$ cat config.mk
export PLATFORM = sky130hd
export DESIGN_NAME = rob_top
export DESIGN_NICKNAME = d
export VERILOG_FILES = /design/src/riscv_pkg.sv /design/src/rob_pkg.sv /design/src/rv_decode.sv /design/src/rob_store.sv /design/src/rob_dispatch.sv /design/src/rob_top.sv
export VERILOG_INCLUDE_DIRS = /design/src
export SDC_FILE = /design/constraint.sdc
export NUM_CORES = 2
export LEC_CHECK = 0
export BUFFER_PORTS_ARGS = -buffer_cell sky130_fd_sc_hd__buf_4
export CAP_MARGIN = 20
export CORE_ASPECT_RATIO = 0.7
export CORE_MARGIN = 2
export CORE_UTILIZATION = 45
export DETAILED_ROUTE_END_ITERATION = 12
export GPL_TIMING_DRIVEN = 1
export MAX_ROUTING_LAYER = met4
export PLACE_DENSITY_LB_ADDON = 0.2
export SETUP_SLACK_MARGIN = 0.05
export SYNTH_ARGS = -nofsm -noshare
export SYNTH_HDL_FRONTEND = slang
export SYNTH_HIERARCHICAL = 1
export SYNTH_SLANG_ARGS = --single-unit
$ cat constraint.sdc
create_clock -name clk -period 5.65 [get_ports clk]
set_input_delay 1.13 -clock clk [delete_from_list [all_inputs] [get_ports clk]]
set_output_delay 1.13 -clock clk [all_outputs]
set_load 0.005 [all_outputs]
$ cat src/rob_defs.svh
`ifndef ROB_DEFS_SVH
`define ROB_DEFS_SVH

// Data path and PC width
`define XLEN 32

// Reorder buffer geometry
`define ROB_DEPTH 16
`define ROB_TAG_W 4

// Result buses from the execution units
`define CDB_PORTS 2

// Occupancy at which instr_ready drops
`define ROB_HIGH_WATER 14

`endif

$ cat src/riscv_pkg.sv
`default_nettype none

package riscv_pkg;

  // Major opcodes handled by this core
  typedef enum logic [6:0] {
    OP_IMM = 7'd19,
    AUIPC  = 7'd23,
    OP     = 7'd51,
    LUI    = 7'd55,
    JAL    = 7'd111
  } opcode_e;

  // R-type view; other formats are sliced out of these fields
  typedef struct packed {
    logic [6:0] funct7;
    logic [4:0] rs2;
    logic [4:0] rs1;
    logic [2:0] funct3;
    logic [4:0] rd;
    logic [6:0] opcode; // May hold codes outside opcode_e
  } rv_instr_t;

  typedef enum logic [4:0] {
    ADD  = 5'd0,
    SUB  = 5'd1,
    AND  = 5'd2,
    OR   = 5'd3,
    XOR  = 5'd4,
    SLL  = 5'd5,
    SRL  = 5'd6,
    SRA  = 5'd7,
    SLT  = 5'd8,
    SLTU = 5'd9
  } alu_op_e;

endpackage

`default_nettype wire

$ cat src/rob_pkg.sv
`default_nettype none

`include "rob_defs.svh"

package rob_pkg;

  import riscv_pkg::*;

  typedef logic [`ROB_TAG_W-1:0] rob_tag_t;

  // Output of the decode stage
  typedef struct packed {
    logic              valid;
    logic              needs_exec; // Clear for LUI, AUIPC, JAL
    alu_op_e           alu_op;
    logic [4:0]        rs1;
    logic [4:0]        rs2;
    logic [4:0]        rd;
    logic              use_imm;
    logic [`XLEN-1:0]  imm;
    logic [`XLEN-1:0]  value;      // Locally computed result
  } decoded_t;

  typedef struct packed {
    logic              busy;
    logic              done;
    logic              needs_exec;
    logic [4:0]        rd;
    logic [`XLEN-1:0]  value;
    alu_op_e           alu_op;
    logic [4:0]        rs1;
    logic [4:0]        rs2;
    logic              use_imm;
    logic [`XLEN-1:0]  imm;
  } rob_entry_t;

  typedef struct packed {
    logic              valid;
    rob_tag_t          tag;
    logic [`XLEN-1:0]  value;
  } cdb_t;

  typedef struct packed {
    logic              valid;
    rob_tag_t          tag;
    alu_op_e           alu_op;
    logic [4:0]        rs1;
    logic [4:0]        rs2;
    logic              use_imm;
    logic [`XLEN-1:0]  imm;
  } dispatch_t;

  typedef struct packed {
    logic              valid;
    rob_tag_t          tag;
    logic [4:0]        rd;
    logic [`XLEN-1:0]  value;
  } commit_t;

endpackage

`default_nettype wire

$ cat src/rv_decode.sv
`timescale 1ns/1ps
`default_nettype none

`include "rob_defs.svh"

module rv_decode
  import riscv_pkg::*;
  import rob_pkg::*;
(
  input  logic             clk,
  input  logic             reset,
  input  logic             instr_valid,
  input  rv_instr_t        instr,
  input  logic [`XLEN-1:0] instr_pc,
  output decoded_t         decoded
);

  logic [`XLEN-1:0] i_imm;
  logic [`XLEN-1:0] u_imm;
  logic             is_shift;
  alu_op_e          alu_op;
  decoded_t         dec_next;

  assign i_imm    = {{(`XLEN-12){instr.funct7[6]}}, instr.funct7, instr.rs2};
  assign u_imm    = {instr.funct7, instr.rs2, instr.rs1, instr.funct3, 12'b0};
  assign is_shift = (instr.funct3 == 3'b001) || (instr.funct3 == 3'b101);

  always_comb begin
    case (instr.funct3)
      3'b000:  alu_op = (instr.opcode == OP && instr.funct7[5]) ? SUB : ADD; // No SUBI
      3'b001:  alu_op = SLL;
      3'b010:  alu_op = SLT;
      3'b011:  alu_op = SLTU;
      3'b100:  alu_op = XOR;
      3'b101:  alu_op = instr.funct7[5] ? SRA : SRL;
      3'b110:  alu_op = OR;
      default: alu_op = AND;
    endcase
  end

  always_comb begin
    dec_next        = '0;
    dec_next.valid  = instr_valid;
    dec_next.alu_op = alu_op;
    dec_next.rs1    = instr.rs1;
    dec_next.rd     = instr.rd;
    case (instr.opcode)
      OP: begin
        dec_next.needs_exec = 1'b1;
        dec_next.rs2        = instr.rs2;
      end
      OP_IMM: begin
        // rs2 field holds immediate bits here, so rs2 stays x0
        dec_next.needs_exec = 1'b1;
        dec_next.use_imm    = 1'b1;
        dec_next.imm        = is_shift ? {{(`XLEN-5){1'b0}}, instr.rs2} : i_imm;
      end
      LUI:     dec_next.value = u_imm;
      AUIPC:   dec_next.value = u_imm + instr_pc;
      JAL:     dec_next.value = instr_pc + `XLEN'd4; // Link address
      default: dec_next.valid = 1'b0; // Unsupported opcode gets no entry
    endcase
  end

  always_ff @(posedge clk) begin
    if (reset) begin
      decoded.valid <= 1'b0;
    end else begin
      decoded <= dec_next;
    end
  end

  a_known_opcode: assert property (@(posedge clk) disable iff (reset)
    instr_valid |-> instr.opcode inside {OP_IMM, OP, LUI, AUIPC, JAL});

endmodule

`default_nettype wire

$ cat src/rob_store.sv
`timescale 1ns/1ps
`default_nettype none

`include "rob_defs.svh"

module rob_store
  import rob_pkg::*;
(
  input  logic       clk,
  input  logic       reset,
  input  decoded_t   decoded,
  input  cdb_t       cdb [`CDB_PORTS],
  input  rob_tag_t   dispatch_ptr,
  input  logic       dispatched,
  output rob_tag_t   tail,
  output rob_entry_t disp_entry,
  output logic       instr_ready,
  output commit_t    commit
);

  // One instruction may sit in decode where this block cannot see it
  localparam int unsigned decode_slots = 1;

  rob_entry_t           entries [`ROB_DEPTH];
  rob_tag_t             head;
  logic [`ROB_TAG_W:0]  count;
  logic [`ROB_TAG_W:0]  count_next;
  logic                 alloc;
  logic                 retire;
  rob_entry_t           new_entry;

  assign alloc      = decoded.valid;
  assign retire     = entries[head].busy && entries[head].done;
  assign disp_entry = entries[dispatch_ptr];

  always_comb begin
    new_entry            = '0;
    new_entry.busy       = 1'b1;
    new_entry.done       = !decoded.needs_exec; // Local results are ready now
    new_entry.needs_exec = decoded.needs_exec;
    new_entry.rd         = decoded.rd;
    new_entry.value      = decoded.value;
    new_entry.alu_op     = decoded.alu_op;
    new_entry.rs1        = decoded.rs1;
    new_entry.rs2        = decoded.rs2;
    new_entry.use_imm    = decoded.use_imm;
    new_entry.imm        = decoded.imm;
  end

  always_comb begin
    count_next = count;
    if (alloc && !retire) begin
      count_next = count + 1'b1;
    end else if (!alloc && retire) begin
      count_next = count - 1'b1;
    end
  end

  always_ff @(posedge clk) begin
    if (reset) begin
      head         <= '0;
      tail         <= '0;
      count        <= '0;
      instr_ready  <= 1'b0;
      commit.valid <= 1'b0;
      for (int i = 0; i < `ROB_DEPTH; i++) begin
        entries[i].busy <= 1'b0;
      end
    end else begin
      count       <= count_next;
      instr_ready <= count_next < (`ROB_HIGH_WATER - decode_slots);

      for (int p = 0; p < `CDB_PORTS; p++) begin
        if (cdb[p].valid) begin
          entries[cdb[p].tag].value <= cdb[p].value;
          entries[cdb[p].tag].done  <= 1'b1;
        end
      end

      if (dispatched) begin
        entries[dispatch_ptr].needs_exec <= 1'b0;
      end

      commit.valid <= retire && (entries[head].rd != 5'd0); // x0 retires silently
      if (retire) begin
        entries[head].busy <= 1'b0;
        head               <= head + 1'b1;
      end

      if (alloc) begin
        entries[tail] <= new_entry;
        tail          <= tail + 1'b1;
      end
    end
    commit.tag   <= head;
    commit.rd    <= entries[head].rd;
    commit.value <= entries[head].value;
  end

  a_no_overflow: assert property (@(posedge clk) disable iff (reset)
    alloc |-> count < `ROB_DEPTH);

  for (genvar p = 0; p < `CDB_PORTS; p++) begin : g_cdb_chk
    a_cdb_busy: assert property (@(posedge clk) disable iff (reset)
      cdb[p].valid |-> entries[cdb[p].tag].busy);
  end

endmodule

`default_nettype wire

$ cat src/rob_dispatch.sv
`timescale 1ns/1ps
`default_nettype none

module rob_dispatch
  import rob_pkg::*;
(
  input  logic       clk,
  input  logic       reset,
  input  rob_tag_t   tail,
  input  rob_entry_t disp_entry,
  output rob_tag_t   dispatch_ptr,
  output logic       dispatched,
  output dispatch_t  dispatch
);

  logic pending;
  logic skip;

  // Pointer stays between head and tail, so equality means nothing left
  assign pending    = dispatch_ptr != tail;
  assign dispatched = pending && disp_entry.busy && disp_entry.needs_exec;
  assign skip       = pending && !dispatched;

  always_ff @(posedge clk) begin
    if (reset) begin
      dispatch_ptr   <= '0;
      dispatch.valid <= 1'b0;
    end else begin
      dispatch.valid <= dispatched;
      if (dispatched || skip) begin
        dispatch_ptr <= dispatch_ptr + 1'b1; // One step per cycle
      end
    end
    dispatch.tag     <= dispatch_ptr;
    dispatch.alu_op  <= disp_entry.alu_op;
    dispatch.rs1     <= disp_entry.rs1;
    dispatch.rs2     <= disp_entry.rs2;
    dispatch.use_imm <= disp_entry.use_imm;
    dispatch.imm     <= disp_entry.imm;
  end

endmodule

`default_nettype wire

$ cat src/rob_top.sv
`timescale 1ns/1ps
`default_nettype none

`include "rob_defs.svh"

module rob_top
  import riscv_pkg::*;
  import rob_pkg::*;
(
  input  logic             clk,
  input  logic             reset,
  input  logic             instr_valid,
  input  rv_instr_t        instr,
  input  logic [`XLEN-1:0] instr_pc,
  output logic             instr_ready,
  input  cdb_t             cdb [`CDB_PORTS],
  output dispatch_t        dispatch,
  output commit_t          commit
);

  decoded_t   decoded;
  rob_tag_t   tail;
  rob_tag_t   dispatch_ptr;
  rob_entry_t disp_entry;
  logic       dispatched;

  rv_decode decode_inst (
    .clk         (clk),
    .reset       (reset),
    .instr_valid (instr_valid),
    .instr       (instr),
    .instr_pc    (instr_pc),
    .decoded     (decoded)
  );

  rob_store store_inst (
    .clk          (clk),
    .reset        (reset),
    .decoded      (decoded),
    .cdb          (cdb),
    .dispatch_ptr (dispatch_ptr),
    .dispatched   (dispatched),
    .tail         (tail),
    .disp_entry   (disp_entry),
    .instr_ready  (instr_ready),
    .commit       (commit)
  );

  rob_dispatch dispatch_inst (
    .clk          (clk),
    .reset        (reset),
    .tail         (tail),
    .disp_entry   (disp_entry),
    .dispatch_ptr (dispatch_ptr),
    .dispatched   (dispatched),
    .dispatch     (dispatch)
  );

  // Fetch side has no back-pressure path
  a_valid_ready: assert property (@(posedge clk) disable iff (reset)
    instr_valid |-> instr_ready);

endmodule

`default_nettype wire

Word level (Yosys, flattened, before mapping)
Memory sizes are Yosys's and may differ from the RTL's. A register that Yosys moved wholly into a read port is not among the register bits. Index checks and enable logic that the tools add are counted.

Bits in registers: 180. Output and inout bits: 96. Memories: 1. Bits in writable memories: 1408.

Reduce and logical (&&, ||, !) cells: 25. $lt $le $gt $ge: 1. Bitwise logic cells: 2. Equal/unequal tests: 12. $add $sub $neg: 7. Multiplexer cells: 45.

Memory list: store_inst.entries (words 16, bits a word 88, read ports 2, clocked after memory_dff 2, write ports 16, line rob_store.sv:24) `` rob_entry_t entries [`ROB_DEPTH]; ``.

Operators by type and width (count): $mux 88 (5); $reduce_or 88->1 (5); $pmux 32 s3 (1); $mux 4 (9); $pmux 5 s7 (1); $mux 33 (1); $add 32x3->32 const B (1); $add 32x32->32 (1); $mux 32 (1); $mux 1 (20); $eq 7x5->1 const B (2); $eq 7x6->1 const B (2); $add 4x1->4 const B (3); $mux 5 (2); $eq 3x3->1 const B (3); $mux 3 (3); $logic_and 1x1->1 (8); $eq 7x7->1 const B (1); $eq 3x2->1 const B (2); $reduce_or 2->1 (3); $add 5x1->5 const B (1); $lt 5x4->1 const B (1); $reduce_bool 5->1 (1); $reduce_or 5->1 (1); 8 further kinds (14).

Longest topological paths before layout
Word-level depth: 8. Depth in mapped cells: 10. Gate-level depth less buffers: 9.

By module
Netlist, hierarchy kept.

By module, submodules not included: rob_store (instances 1, area an instance 70390.0 µm², cells each 4398, sequential area each 43161.4 µm²); rv_decode (instances 1, area an instance 4379.2 µm², cells each 433, sequential area each 1971.9 µm²); rob_dispatch (instances 1, area an instance 1297.5 µm², cells each 79, sequential area each 1141.1 µm²).

Worst setup path before layout
No wires, ideal clock.

Path kind: input to register. Start: input reset. End: memory store_inst/entries[3][0] in the netlist's numbering, enable pin. Setup time: 0.438 ns. Cell stages on the path: 7. Setup slack: 1.173 ns. Data arrival time: 4.039 ns. Required time: 5.212 ns. Cells stage by stage: clkbuf_1 > nor2b_1 > nor3b_1 > nand2_1 > inv_1 > buf_2 > clkbuf_1.

RTL lines: from (decl) (line rob_top.sv:11) `input logic reset,`; to (decl) (line rob_store.sv:24).

==> key figures <==
Outcome
  – Status: finished, final reports clean

Clocking
  – Clock Tree Root: clkbuf_16
  – CTS clk-pin slew, worst paths: 60 ps
  – CTS Sinks: 1591
  – Hold_buf cts: 0
  – Number of gates resized after CTS: 0
  – CTS tree: built
  – Total setup buffers inserted after CTS: 0
  – Worst skew pair latency: 820 ps
  – Clock Path Buffers: 3
  – H-tree Lvls: 4
  – CTS buffer count: 157

Route
  – Initial DRC count: 5770
  – Wire length per cell: 30.40 um
  – Routed WL: 211500 um
  – DR vias/cell: 6.149
  – Via count: 42770
  – DRC errors left: 0
  – Antenna Violating Nets Remaining: 0
  – Initial DRT Pass Iterations: 6

Worst setup path
  – R2R setup slack: 1990 ps
  – CP Capture Type: register
  – Class of the most critical setup path: reg -> reg
  – RR Startpoint: decode_inst/decoded[86]
  – Reg2reg end: store_inst/entries[0][57]
  – Worst Path Max Fanout: 73
  – Worst Reg-to-Reg Cells: 6
  – Critical Path End: store_inst/entries[0][57]
  – Crit path from: decode_inst/decoded[86]
  – Startpoint Class: register
  – Critical Path RT: 6200 ps
  – Critical Path AT: 4210 ps

STA
  – Final setup TNS: 0 ps
  – RSZ-0062 raised after global routing: no
  – Fmax: 273.3 MHz
  – Final hold viol count: 0
  – Slew Viols, Final: 0
  – Final Worst Setup Slack: 1991 ps
  – Final setup vio count: 0
  – Worst rel slew slack: 13.83%
  – Worst slew pin tran: 1293 ps
  – Clock skew: 41.71 ps
  – Hold WS: 418.1 ps
  – Final min period: 3659 ps
  – Fin crit share: 64.77%

Place
  – IO Port Bufs: 236
  – Placed cell areas: 75260 um^2
  – Post-DP HPWL: 119700 um
  – Pre-CTS setup slack: 1436 ps
  – Placer Congestion: 0.8660

Hold path
  – Worst hold path type: reg -> reg

Layout
  – Nets: 4871
  – Final instance area: 80570 um^2
  – Commonest non-fill, non-tap cell in the layout: edfxtp_1
  – Share of cells above drive strength 1: 21.19%
  – Most frequent cells in the layout: 1441 x edfxtp_1, 612 x nand2_1, 547 x o21ai_0, 522 x mux2i_1, 428 x mux4_2
  – Synthesis-to-finish area growth: 12.40%
  – Fillers: 13010

Global routing
  – Initial antenna violation count: 21
  – Global-route wire length before repair: 301400 um
  – Vias in the first global route: 40430
  – Largest net degree at the start of global routing: 336
  – Global route overflow: 0
  – Total GRT Usage: 26.67%

Synth
  – Synthesized area per cell: 15.28 um^2
  – Mapped Nets: 4865
  – Mapped Area: 71680 um^2
  – Syn Inst Count: 4692
  – Ys Warns: 6

Die
  – Die width: 481.0 um
  – Initial core utilization: 45.33%
  – Std-Cell Rows: 122
  – Core Area: 158100 um^2
  – Die height: 337.9 um
  – Full die area: 162600 um^2
  – I/O pin cnt: 237

Job
  – MaxCap Viol Count: 0

Pwr
  – P per Cell Area: 318.9 nW/um^2
  – Worst VDD drop: 0.3147 mV
  – Leak: 0.02690 uW
-- state kept, by name, summed over array words and instances (netlist names), named ones only --
register                    flops
dispatch_inst/dispatch_ptr      4
dispatch_inst/dispatch         53
store_inst/count                5
store_inst/commit              42
store_inst/instr_ready          1
store_inst/tail                 4
decode_inst/decoded            66
store_inst/head                 4
store_inst/entries           1408
-- worst max-delay path: stages, from the launching register on --
cell     delay (ps)
dfxtp_1         730
nor2b_1         340
nor3b_1         630
nand2_1         350
inv_6           710
buf_12          370
o21ai_0         150
-- metal layers --
layer	track usage [%]	vias up	wire length (um)
li1	-	18130	-
met1	39.60	22050	93870
met2	36.76	2245	90920
met3	5.332	354	20340
met4	8.637	0	6358
met5	-	-	0
-- report_power, final --
part | internal (uW) | switching (uW)
logic | 814 | 876
clock network | 5900 | 4750
registers | 13100 | 289
total | 19800 | 5910
-- cell type report --
type	instances	area [um^2]	share of cell area, %
clock buffers	221	4289	5.324
well taps	2108	2638	3.274
diodes	15	37.54	0.04659
repair buffers	301	2530	3.140
multi-input cells	2614	23610	29.31
flip-flops and latches	1591	46300	57.47
clock inverters	73	952.2	1.182
inverters	33	206.4	0.2562
-- worst min-delay path by stage --
| stage | startpoint | to | slack [ps] | depth (start not counted) |
|---|---|---|---|---|
| 6_report | store_inst/head[1] | store_inst/commit[38] | 420 | 0 |
| 5_1_grt | store_inst/head[1] | store_inst/commit[38] | 430 | 0 |
| 4_1_cts | store_inst/head[1] | store_inst/commit[38] | 420 | 0 |
| 3_5_place_dp | store_inst/head[1] | store_inst/commit[38] | 410 | 0 |
| 3_3_place_gp | store_inst/head[1] | store_inst/commit[38] | 410 | 0 |
| 2_1_floorplan | store_inst/head[2] | store_inst/commit[39] | 330 | 0 |
-- through the flow --
stage / utilization [%] / power, uW / std cells
finish: 50.95 / 25700 / 6956
global route: 50.95 / 26520 / 6955
CTS: 50.91 / 25890 / 6940
detailed placement: 47.59 / 15300 / 6646
global placement: 47.58 / 15270 / 6645
floorplan: - / 14530 / 4692
No activity file was read; power rests on OpenSTA's default activity.
